===== config.mk =====
export PLATFORM = sky130hd
export DESIGN_NAME = rv_regfile
export DESIGN_NICKNAME = d
export VERILOG_FILES = /design/src/logic/rv_regfile.sv
export VERILOG_INCLUDE_DIRS = /design/src /design/src/logic
export SDC_FILE = /design/constraint.sdc
export NUM_CORES = 2
export LEC_CHECK = 0
export ABC_CLOCK_PERIOD_IN_PS = 3050
export BUFFER_PORTS_ARGS = -buffer_cell sky130_fd_sc_hd__buf_2
export CAP_MARGIN = 0
export CORE_AREA = 2 2 372 374
export DETAILED_ROUTE_END_ITERATION = 16
export DIE_AREA = 0 0 374 376
export PLACE_DENSITY = 0.64
export SYNTH_ARGS = -nofsm -noshare
export SYNTH_HDL_FRONTEND = slang
export SYNTH_SLANG_ARGS = --single-unit

===== constraint.sdc =====
create_clock -name clk -period 3.05 [get_ports clk]
set_input_delay 0.1525 -clock clk [delete_from_list [all_inputs] [get_ports clk]]
set_output_delay 0.1525 -clock clk [all_outputs]
set_load 0.02 [all_outputs]

===== src/logic/rv_core_params.svh =====
`ifndef RV_CORE_PARAMS_SVH
`define RV_CORE_PARAMS_SVH

// Data path width
`define XLEN 32

// Program counter width, wider than the data path
`define PC_W 64

// Data memory depth in 32-bit words, addressed by alu_result[8:2]
`define DMEM_WORDS 128

// First fetch address
`define RESET_PC 64'd0

`endif


===== src/logic/rv_regfile.sv =====
`timescale 1ns/1ps
`default_nettype none

`include "rv_core_params.svh"

module rv_regfile (
	input  logic             clk,
	input  logic             rst,
	input  logic [4:0]       rs1_addr,
	input  logic [4:0]       rs2_addr,
	input  logic [4:0]       rd_addr,
	input  logic             reg_write,
	input  logic [`XLEN-1:0] wb_data,
	output logic [`XLEN-1:0] rs1_data,
	output logic [`XLEN-1:0] rs2_data
);

	logic [`XLEN-1:0] regs [32];

	always_ff @(posedge clk) begin
		if (rst) begin
			for (int i = 0; i < 32; i++) begin
				regs[i] <= '0; // All registers read zero after reset
			end
		end else if (reg_write && (rd_addr != 5'd0)) begin
			regs[rd_addr] <= wb_data; // x0 stays untouched
		end
	end

	// Combinational reads with x0 hardwired
	assign rs1_data = (rs1_addr == 5'd0) ? '0 : regs[rs1_addr];
	assign rs2_data = (rs2_addr == 5'd0) ? '0 : regs[rs2_addr];

endmodule

`default_nettype wire


Word-level counts from Yosys, hierarchy flattened
Memories as Yosys holds them, arrays and structs flattened.
Cells that the tools add are included.

cells by class
  muxes and demuxes = 10
  reductions and logical operators = 5

operators by type and width
  kind               number
  $mux 32            3
  $reduce_or 32->1   1
  $logic_not 5->1    2
  $mux 1             6
  $mux 5             1
  $reduce_bool 5->1  1
  $logic_and 1x1->1  1

storage, ports and cells
  flip-flop bits (word level) = 0
  bits in writable memories = 1024
  input bits = 50
  output and inout bits = 64
  logic and storage cells = 16
  memories kept = 1

memory list
  name  depth  width  rd ports  clocked after memory_dff  write ports  line              text
  regs  32     32     2         0                         32           rv_regfile.sv:18  logic [`XLEN-1:0] regs [32];

Depth between registers and ports, before layout
  depth after elaboration = 7
  gate-level depth with buffers = 9
  mapped depth without buffers = 4

Worst setup path after synthesis
Ideal clock, no wire load.

  path type = in2out
  start = in rs2_addr[0]
  end = out rs2_data[30]
  data arrival time = 2.143 ns
  data required time = 2.897 ns
  slack = 0.754 ns
  cell stages on the path = 6
  path buffers = 3
  path through = buf_2 -> buf_6 -> buf_4 -> mux4_2 -> mux2i_1 -> a2111oi_0

on the way
  word-level cells in the longest chain between the ends = 2
  elaborated cells on any way between the ends = 3
  classes of those cells = mux: 1; reduce/logical: 1; memory: 1

ends and longest elaborated chain
  element                                                  line              text
  from (decl)                                              rv_regfile.sv:10  input logic [4:0] rs2_addr,
  $mem_v2 32x32 / $logic_not 5->1 (equally long branches)  n/a
  $mux 32 (*)                                              rv_regfile.sv:32  assign rs2_data = (rs2_addr == 5'd0) ? '0 : regs[rs2_addr];
  to (decl)                                                rv_regfile.sv:15  output logic [`XLEN-1:0] rs2_data

Mark *: on every way between the ends. The rest lies on a longest branch, timed or not.

Worst setup path after layout
  start = in rs2_addr[3]
  end = out rs2_data[19]

Same word-level chain as after synthesis.

==> results.json <==
{
  "port_buffers": 113,
  "crit_end": "rs2_data[19]",
  "cts.sinks": 1024,
  "layout_setup_ws_ns": 0.0164,
  "fin_tns_setup_ns": 0,
  "post-route-period-util": 0.995,
  "period_needed_ns": 3.03,
  "yosysWarningCount": 0,
  "cp_cell_sequence": "buf_2, nor2b_4, buf_4, a22o_1, a2111oi_1, buf_4, nor3_1, buf_2",
  "grt_use_met2": 0.385,
  "grt_pass1_wl_um": 253000,
  "track_usage": 0.252,
  "critPathLaunchType": "input pin",
  "dp_hpwl_um": 113000,
  "largest_reg_flops": 1024,
  "routed_wl_um": 180000,
  "outcome": "finished clean",
  "fmax_mhz": 330,
  "ys_ff_latch": 1024,
  "cts_resized": 20,
  "yosys.cell_types.count": 42,
  "max_stage_delay_ns": 0.65,
  "cts_tree": "yes",
  "n_fill_cell": 11900,
  "postRouteAntennaNets": 0,
  "dp.cells": 5302,
  "worst_ep_required_time_ns": 2.90,
  "syn_to_final_growth_pct": 13.8,
  "rsz0062_at_grt": "yes",
  "yosys-top-cells-area": "edfxtp_1, mux4_2, and2_1, mux2i_1, clkbuf_1",
  "synth_top_area_share": 0.567,
  "root_buffer": "clkbuf_16",
  "final_cell_count_no_fill": 5503,
  "overflow": 0,
  "worstSetupStartpoint": "rs2_addr[3]",
  "finalMaxSlewViolations": 0,
  "vdd_drop_max_uv": 452,
  "drcViolationCount": 0,
  "finalHoldViolations": 0,
  "cts_max_level": 3,
  "drive_gt1_frac": 0.304,
  "num_rows": 136,
  "endpoint_kind": "output port",
  "p_leak_nw": 21.3,
  "crit_slowest_cell": "nor3_1",
  "use_met3": 0.0586,
  "num_vias": 34400,
  "worstMarginPinSlew_ns": 1.34,
  "dieArea_um2": 141000,
  "placed_area_um2": 58100,
  "synth.largest_area_cell": "edfxtp_1",
  "syn_area_um2": 54300,
  "hold_ws_ns": 0.0544,
  "use_met1": 0.351,
  "first_global_vias": 33900,
  "postCtsSetupRepairBufs": 0,
  "initial_core_util": 0.397,
  "die_x_um": 374,
  "regMostFlops": "regs",
  "die_y_um": 376,
  "reg_top3": "regs (1024)",
  "syn_inst": 3502,
  "total_power_mw": 34.3,
  "drt-initial-drc-count": 5268,
  "design_area_um2": 61700,
  "post_drt_wl_per_cell_um": 32.6,
  "antenna_found_initial": 22,
  "arrival_ns": 2.88,
  "top_usage_layer": "met2",
  "ys.flop_type": "edfxtp_1",
  "synthArstFlopShare": 0,
  "slew_headroom": 0.104,
  "crit_fanout": 15,
  "clockBufferDepth": 3,
  "yosysSeqAreaShare": 0.567,
  "critPathKind": "in -> out",
  "post-route-util": 0.452,
  "cts_buffers": 106,
  "power.density_nw_per_um2": 555,
  "fin_nets": 3666,
  "setup_viol": 0,
  "pre_cts_ws_ns": 0.0425,
  "vias_per_cell": 6.24,
  "place.gp.congestion": 0.885,
  "clkTransAtPathRegs_ns": 0.06,
  "syn_area_per_cell_um2": 15.5,
  "holdCritPathClass": "in -> reg",
  "coreArea_um2": 137000,
  "seq_area_um2": 30700,
  "synth_edf_count": 1024,
  "dr.pass1.iters": 6,
  "multi_input_area_um2": 22200,
  "design.portCount": 114,
  "hold_buffers": 0,
  "grt_max_degree": 71,
  "cap_violations": 0
}
-- worst max-delay path: cells and delay by family --
family | cells | cell delay, ns
buf+inv | 4 | 1.12
compound gates | 2 | 0.28
simple gates | 2 | 1.29
-- logic make-up (layout without fill, tap and decap cells) --
| group | count (synthesis) | after routing | synth area share |
|---|---|---|---|
| AOI/OAI and AO/OA | 259 | 259 | 0.0365 |
| muxes | 652 | 652 | 0.230 |
| buffers and inverters | 389 | 556 | 0.0335 |
| other | 1 | 41 | 0.0000691 |
| DFF | 1024 | 1024 | 0.567 |
| and+or+nand+nor | 1177 | 1177 | 0.133 |
-- placed cells by master, fill, tap and decap left out, types with 5 or more instances in the layout --
cell type,n
and2_1,994
mux2_2,30
conb_1,32
a21oi_1,12
nor3_1,52
nand3b_1,5
mux4_2,472
a211oi_1,7
or2_2,33
nor2b_1,12
bufinv_16,12
nand2b_1,5
o22ai_1,98
clkbuf_16,111
clkinv_1,25
edfxtp_1,1024
a2111oi_2,21
a22o_1,51
nand3_1,5
nand2_1,7
clkinv_2,25
a2111oi_1,23
nor4_1,5
a2111oi_0,10
buf_12,49
a22oi_1,16
nor2_2,15
clkbuf_1,13
o22ai_2,5
buf_2,106
nor2_4,17
mux2i_1,150
buf_4,202
diode_2,9
-- where the power goes --
part | internal, mW | leakage (nW) | total, mW | switching (mW)
sequential | 16.3 | 9.75 | 16.7 | 0.420
clock | 7.58 | 1.70 | 13.2 | 5.61
combinational | 1.88 | 9.89 | 4.40 | 2.52
total | 25.7 | 21.3 | 34.3 | 8.56
-- worst min path at each step --
stage,startpoint,cells after the start,end
final,wb_data[31],2,regs[17][31]
after global routing,wb_data[31],2,regs[6][31]
after CTS,wb_data[31],2,regs[17][31]
after detailed placement,wb_data[31],2,regs[25][31]
after global placement,wb_data[31],2,regs[17][31]
after floorplan,wb_data[31],1,regs[1][31]
-- synthesized netlist by cell type (all sizes together) (3+ instances only) --
master,number
a2111oi,55
a211oi,7
a21oi,12
a221oi,4
a22o,51
a22oi,16
a32o,4
and2,995
and3,3
buf,116
clkbuf,271
edfxtp,1024
mux2,30
mux2i,150
mux4,472
nand2,7
nand2b,5
nand3,5
nand3b,5
nor2,36
nor2b,14
nor3,54
nor4,6
nor4b,3
o21ai,4
o22ai,103
or2,33
or3b,4
-- cell type report --
class,instances,area share
Tap cell,1794,0.0364
Clock buffer,124,0.0458
Multi-Input combinational cell,2120,0.359
Clock inverter,68,0.0102
Sequential cell,1024,0.498
Antenna cell,9,0.000365
Inverter,2,0.000122
Timing Repair Buffer,362,0.0501
-- routing by layer --
layer | up-vias | wire length (um)
li1 | 13800 | -
met4 | 16 | 7250
met5 | - | 94
met1 | 17800 | 69700
met3 | 394 | 20900
met2 | 2314 | 81700
Note: power is estimated with default switching activity, not from simulation.
