--- src/logic/rv_core_params.svh ---
`ifndef RV_CORE_PARAMS_SVH
`define RV_CORE_PARAMS_SVH

// Data path width
`define XLEN 32

// Program counter width, wider than the data path
`define PC_W 64

// Data memory depth in 32-bit words, addressed by alu_result[8:2]
`define DMEM_WORDS 128

// First fetch address
`define RESET_PC 64'd0

`endif

--- src/logic/rv_core_pkg.sv ---
`default_nettype none

package rv_core_pkg;

	// Base opcodes handled by the core, anything else is a no-op
	typedef enum logic [6:0] {
		OPC_OP     = 7'b0110011, // Register-register arithmetic
		OPC_OP_IMM = 7'b0010011, // Register-immediate arithmetic
		OPC_LOAD   = 7'b0000011, // lw
		OPC_STORE  = 7'b0100011, // sw
		OPC_BRANCH = 7'b1100011  // beq, bne
	} opcode_e;

	typedef enum logic [3:0] {
		ALU_ADD  = 4'd0,
		ALU_SUB  = 4'd1,
		ALU_AND  = 4'd2,
		ALU_OR   = 4'd3,
		ALU_XOR  = 4'd4,
		ALU_SLT  = 4'd5, // Signed compare
		ALU_SLTU = 4'd6, // Unsigned compare
		ALU_SLL  = 4'd7,
		ALU_SRL  = 4'd8,
		ALU_SRA  = 4'd9
	} alu_op_e;

	// Source of the register write-back value
	typedef enum logic {
		WB_ALU = 1'b0,
		WB_MEM = 1'b1
	} wb_sel_e;

endpackage

`default_nettype wire

--- src/logic/rv_decode.sv ---
`timescale 1ns/1ps
`default_nettype none

`include "rv_core_params.svh"

module rv_decode
	import rv_core_pkg::*;
(
	input  logic [`XLEN-1:0] inst,
	output logic [4:0]       rs1_addr,
	output logic [4:0]       rs2_addr,
	output logic [4:0]       rd_addr,
	output logic [`XLEN-1:0] imm,
	output alu_op_e          alu_op,
	output logic             alu_src,
	output logic             reg_write,
	output logic             mem_write,
	output logic             is_branch,
	output logic             branch_ne,
	output wb_sel_e          wb_sel
);

	opcode_e          opcode;
	logic [2:0]       funct3;
	logic             funct7_alt; // inst[30], selects sub and sra
	logic [`XLEN-1:0] imm_i;
	logic [`XLEN-1:0] imm_s;
	logic [`XLEN-1:0] imm_b;

	// Maps funct3 of the arithmetic groups onto an ALU operation
	function automatic alu_op_e arith_op(input logic [2:0] f3, input logic alt,
			input logic is_reg);
		case (f3)
			3'b000: arith_op = (is_reg && alt) ? ALU_SUB : ALU_ADD; // No subi
			3'b001: arith_op = ALU_SLL;
			3'b010: arith_op = ALU_SLT;
			3'b011: arith_op = ALU_SLTU;
			3'b100: arith_op = ALU_XOR;
			3'b101: arith_op = alt ? ALU_SRA : ALU_SRL;
			3'b110: arith_op = ALU_OR;
			default: arith_op = ALU_AND;
		endcase
	endfunction

	assign opcode     = opcode_e'(inst[6:0]);
	assign funct3     = inst[14:12];
	assign funct7_alt = inst[30];
	assign rd_addr    = inst[11:7];
	assign rs1_addr   = inst[19:15];
	assign rs2_addr   = inst[24:20];

	// Sign-extended immediates per format
	assign imm_i = {{20{inst[31]}}, inst[31:20]};
	assign imm_s = {{20{inst[31]}}, inst[31:25], inst[11:7]};
	assign imm_b = {{19{inst[31]}}, inst[31], inst[7], inst[30:25], inst[11:8], 1'b0};

	always_comb begin
		imm       = imm_i;
		alu_op    = ALU_ADD;
		alu_src   = 1'b0;
		reg_write = 1'b0; // Unknown opcodes fall through as no-ops
		mem_write = 1'b0;
		is_branch = 1'b0;
		branch_ne = 1'b0;
		wb_sel    = WB_ALU;
		case (opcode)
			OPC_OP: begin
				reg_write = 1'b1;
				alu_op    = arith_op(funct3, funct7_alt, 1'b1);
			end
			OPC_OP_IMM: begin
				reg_write = 1'b1;
				alu_src   = 1'b1;
				alu_op    = arith_op(funct3, funct7_alt, 1'b0);
			end
			OPC_LOAD: begin
				reg_write = 1'b1;
				alu_src   = 1'b1; // Address is rs1 + imm
				wb_sel    = WB_MEM;
			end
			OPC_STORE: begin
				mem_write = 1'b1;
				alu_src   = 1'b1;
				imm       = imm_s;
			end
			OPC_BRANCH: begin
				// Compare by subtraction, execute tests the zero result
				imm       = imm_b;
				alu_op    = ALU_SUB;
				is_branch = (funct3[2:1] == 2'b00); // beq and bne only
				branch_ne = funct3[0];
			end
			default: ;
		endcase
	end

endmodule

`default_nettype wire

--- config.mk ---
export PLATFORM = sky130hd
export DESIGN_NAME = rv_decode
export DESIGN_NICKNAME = d
export VERILOG_FILES = /design/src/logic/rv_core_pkg.sv /design/src/logic/rv_decode.sv
export VERILOG_INCLUDE_DIRS = /design/src /design/src/logic
export SDC_FILE = /design/constraint.sdc
export NUM_CORES = 1
export LEC_CHECK = 0
export BUFFER_PORTS_ARGS = -buffer_cell sky130_fd_sc_hd__clkbuf_2
export CAP_MARGIN = 40
export CORE_UTILIZATION = 25
export DETAILED_ROUTE_END_ITERATION = 10
export PLACE_DENSITY_LB_ADDON = 0.08
export SYNTH_ARGS = -nofsm -noshare
export SYNTH_HDL_FRONTEND = slang
export SYNTH_SLANG_ARGS = --single-unit
--- constraint.sdc ---
create_clock -name vclk -period 2.4
set_input_delay 0.24 -clock vclk [all_inputs]
set_output_delay 0.24 -clock vclk [all_outputs]
set_load 0.02 [all_outputs]
### Word-level counts from Yosys, hierarchy flattened

Index checks and enable logic that the tools add are counted.

| operators by class | value |
|---|---|
| equal/unequal tests | 11 |
| mux-type cells | 12 |
| reductions and logical operators | 4 |

Operators by type and width:

| operator | count |
|---|---|
| case mux 4 bit (7 select lines) | 2 |
| case mux 12 bit (2 select lines) | 1 |
| equality test 7 x 6 -> 1 bit (second input constant) | 2 |
| case mux 4 bit (3 select lines) | 1 |
| equality test 3 bit (second input constant) | 3 |
| 2-to-1 mux 1 bit | 8 |
| equality test 7 x 2 -> 1 bit (second input constant) | 1 |
| equality test 7 x 5 -> 1 bit (second input constant) | 1 |
| equality test 7 bit (second input constant) | 1 |
| equality test 3 x 2 -> 1 bit (second input constant) | 2 |
| OR reduction 3 bit | 2 |
| equality test 3 x 1 -> 1 bit (second input constant) | 1 |
| zero test 3 bit | 1 |
| zero test 2 bit | 1 |

| word-level totals | value |
|---|---|
| bits in registers | 0 |
| bits of input ports | 32 |
| output and inout port bits | 57 |
| word-level logic and storage cells | 27 |

### Depth between registers and ports, before layout

| logic depth | value |
|---|---|
| word-level depth | 3 |
| mapped depth | 3 |
| depth with buffers taken out | 3 |

### Least setup slack after synthesis

Ideal clock, no wire load.

| timing path | value |
|---|---|
| kind | input port to output port |
| from | input inst[2] |
| to | output alu_op[0] |
| arrival time | 1,326 ps |
| required time | 2,160 ps |
| slack | 834 ps |
| stages | 3 |
| buffers on the path | 0 |
| cells stage by stage | and4bb_4 nand3b_2 o31ai_1 |

| between the ends | value |
|---|---|
| longest elaborated chain between the ends | 2 |
| elaborated cells between the ends (all ways) | 4 |
| classes of those cells | 3 x eq/ne; 1 x mux |

Ends and longest elaborated chain:

| what | RTL line | RTL |
|---|---|---|
| from (decl) | rv_decode.sv:9 | `` input logic [`XLEN-1:0] inst, `` |
| equality test 7 bit (tied with other cells) | rv_decode.sv:66 | `case (opcode)` |
| case mux 4 bit (3 select lines) (*) | rv_decode.sv:66 |  |
| to (decl) | rv_decode.sv:14 | `output alu_op_e alu_op,` |

Mark *: on every way between the ends. The rest lies on a longest branch, timed or not.

### Worst setup path after layout

Ends and elaborated chain as after synthesis.

==> flow_metrics.py <==
metrics = {
    "routing": {
        "first_iter_violations": 3,
        "routedWlPerCell_um": 9.00,
        "num_vias": 513,
        "first_pass_iters": 4,
        "routed_wl_um": 1160,
        "antenna_left": 0,
        "vias_per_cell": 3.98,
        "drc_errors": 0,
    },
    "cells_and_area": {
        "clock_buffers": 0,
        "most-common-layout-cells": "clkbuf_2 (69), nor2_1 (6), mux2_4 (6)",
        "nNetsFinal": 135,
        "drive_above_1_share_pct": 80.2,
        "antenna_cells": 0,
        "seq_area_um2": 0,
        "seq_cell_count": 0,
        "layout_commonest_cell": "clkbuf_2",
        "design_area_um2": 672,
        "syn_to_final_growth_pct": 12.1,
        "final_util_pct": 30.1,
    },
    "min_path": {
        "min_delay_path_depth": 0,
        "hold_start": "inst[18]",
        "min_path_type": "input port to output pin",
    },
    "global_routing": {
        "grt_usage_pct": 7.16,
        "grt_pass1_vias": 324,
        "grt_pass1_wl_um": 1520,
        "grt_max_degree": 22,
        "antenna_found_initial": 0,
        "grt_overflow": 0,
    },
    "timing": {
        "setup_tns_ns": 0,
        "clock.fmax_mhz": 659,
        "tightest_slew_ns": 0.320,
        "slew_headroom_pct": 78.7,
        "rsz0062_at_grt": "false",
        "setup_viol": 0,
        "drv_slew": 0,
        "period_needed_ns": 1.52,
        "fin_crit_sh_pct": 63.2,
        "hold_viol_final": 0,
    },
    "yosys": {
        "syn_nets": 105,
        "avgSynthCellArea_um2": 8.21,
        "synth_cell_type_count": 20,
        "netlist_instances": 73,
        "syn_area_um2": 599,
        "ys_seq_area_share_pct": 0,
        "synth_warnings": 0,
    },
    "pwr": {
        "clock_power_share_pct": 0,
        "power.total_mw": 0.132,
        "comb_power_share_pct": 100.0,
        "switchingPower_mw": 0.0810,
        "peakVddDrop_uv": 60.7,
        "seq_power_share_pct": 0,
        "p_int_mw": 0.0512,
        "powerDensity_nw_per_um2": 197,
        "p_leak_nw": 0.433,
        "swShare_pct": 61.3,
    },
    "clocking": {
        "post_cts_buffers": 0,
        "cts_hold_buf": 0,
        "cts_resized": 0,
    },
    "floorplan": {
        "start_util_pct": 26.8,
        "fp.coreArea_um2": 2230,
        "dieWidth_um": 51.0,
        "die_h_um": 51.0,
        "rows": 17,
        "io_pins": 89,
        "dieArea_um2": 2600,
    },
    "placement": {
        "dpl-instance-area_um2": 672,
        "dp.final_hpwl_um": 1050,
        "portBuffers": 69,
        "globalplace.congestion": 0.644,
    },
    "setup_path": {
        "slowest_stage": "and4bb_4",
        "crit_chain": "clkbuf_2 -> and4bb_4 -> nand3b_2 -> o31ai_1 -> clkbuf_2",
        "cp.depth": 5,
        "cp_data_required_time_ns": 2.16,
        "slowest_delay_ns": 0.38,
        "crit_top_cell": "clkbuf_2",
        "cpLargestDelayFamily": "simple AND/OR/NAND/NOR gates",
        "critical_path_buf_inv_count": 2,
        "crit_path_start": "inst[2]",
        "crit_path_start_kind": "input port",
        "end_kind": "output pin",
        "critPathKind": "input port to output pin",
        "path_max_fanout": 4,
        "crit_arrival_ns": 1.28,
    },
    "job": {
        "cap_violations": 0,
    },
    "run_status": {
        "status": "finished, final reports clean",
    },
}
layout make-up:
cell class | instances | area (µm²)
fillers | 248 | 1560
well taps | 28 | 35.0
multi-input cells | 31 | 288
repair buffers | 69 | 345
inverters | 1 | 3.75
metrics by stage:
| step | hold slack, ns | cells | setup slack, ns |
|---|---|---|---|
| 6_report | 0.480 | 129 | 0.883 |
| 5_1_grt | 0.480 | 129 | 0.829 |
| 4_1_cts | 0.480 | 129 | 0.867 |
| 3_5_place_dp | 0.480 | 129 | 0.868 |
| 3_3_place_gp | 0.480 | 129 | 0.873 |
| 2_1_floorplan | 0.560 | 73 | 0.834 |
power by group through the flow:
stage / logic [mW] / registers [mW] / clock network, mW
floorplan: 0.134 / 0 / 0
global placement: 0.134 / 0 / 0
detailed placement: 0.134 / 0 / 0
CTS: 0.134 / 0 / 0
global route: 0.142 / 0 / 0
finish: 0.132 / 0 / 0
metal layers:
layer	part of all wire [%]	wire, µm	GRT usage (%)	vias up
li1	-	-	-	258
met1	43	503	11.2	211
met2	45	520	10.5	42
met3	11	130	0.298	2
met4	0.52	6	1.39	0
met5	0	0	0	-
synth_stat cells, drive strengths merged:
master | number | area share, %
o31ai | 1 | 1.3
and2b | 2 | 2.9
buf | 41 | 51
nand2b | 1 | 1.0
and4b | 1 | 1.7
a2111oi | 1 | 4.6
nor2 | 6 | 3.8
nand3b | 1 | 1.9
a21oi | 2 | 1.7
nand2 | 2 | 2.5
inv | 1 | 0.63
nor2b | 1 | 1.0
nor3 | 3 | 2.5
and2 | 1 | 1.0
and4bb | 1 | 2.7
nand3 | 1 | 2.9
mux2 | 6 | 15
xor2 | 1 | 1.5
final timing paths:
kind | to
worst min-delay path | rs1_addr[3]
worst max-delay path | alu_op[0]
cell families after synthesis:
kind of cell    synth area share, %
xor+xnor                       1.46
buf+inv                        52.0
simple gates                   24.0
mux                            15.0
compound gates                 7.52
No activity file was read; power rests on OpenSTA's default activity.
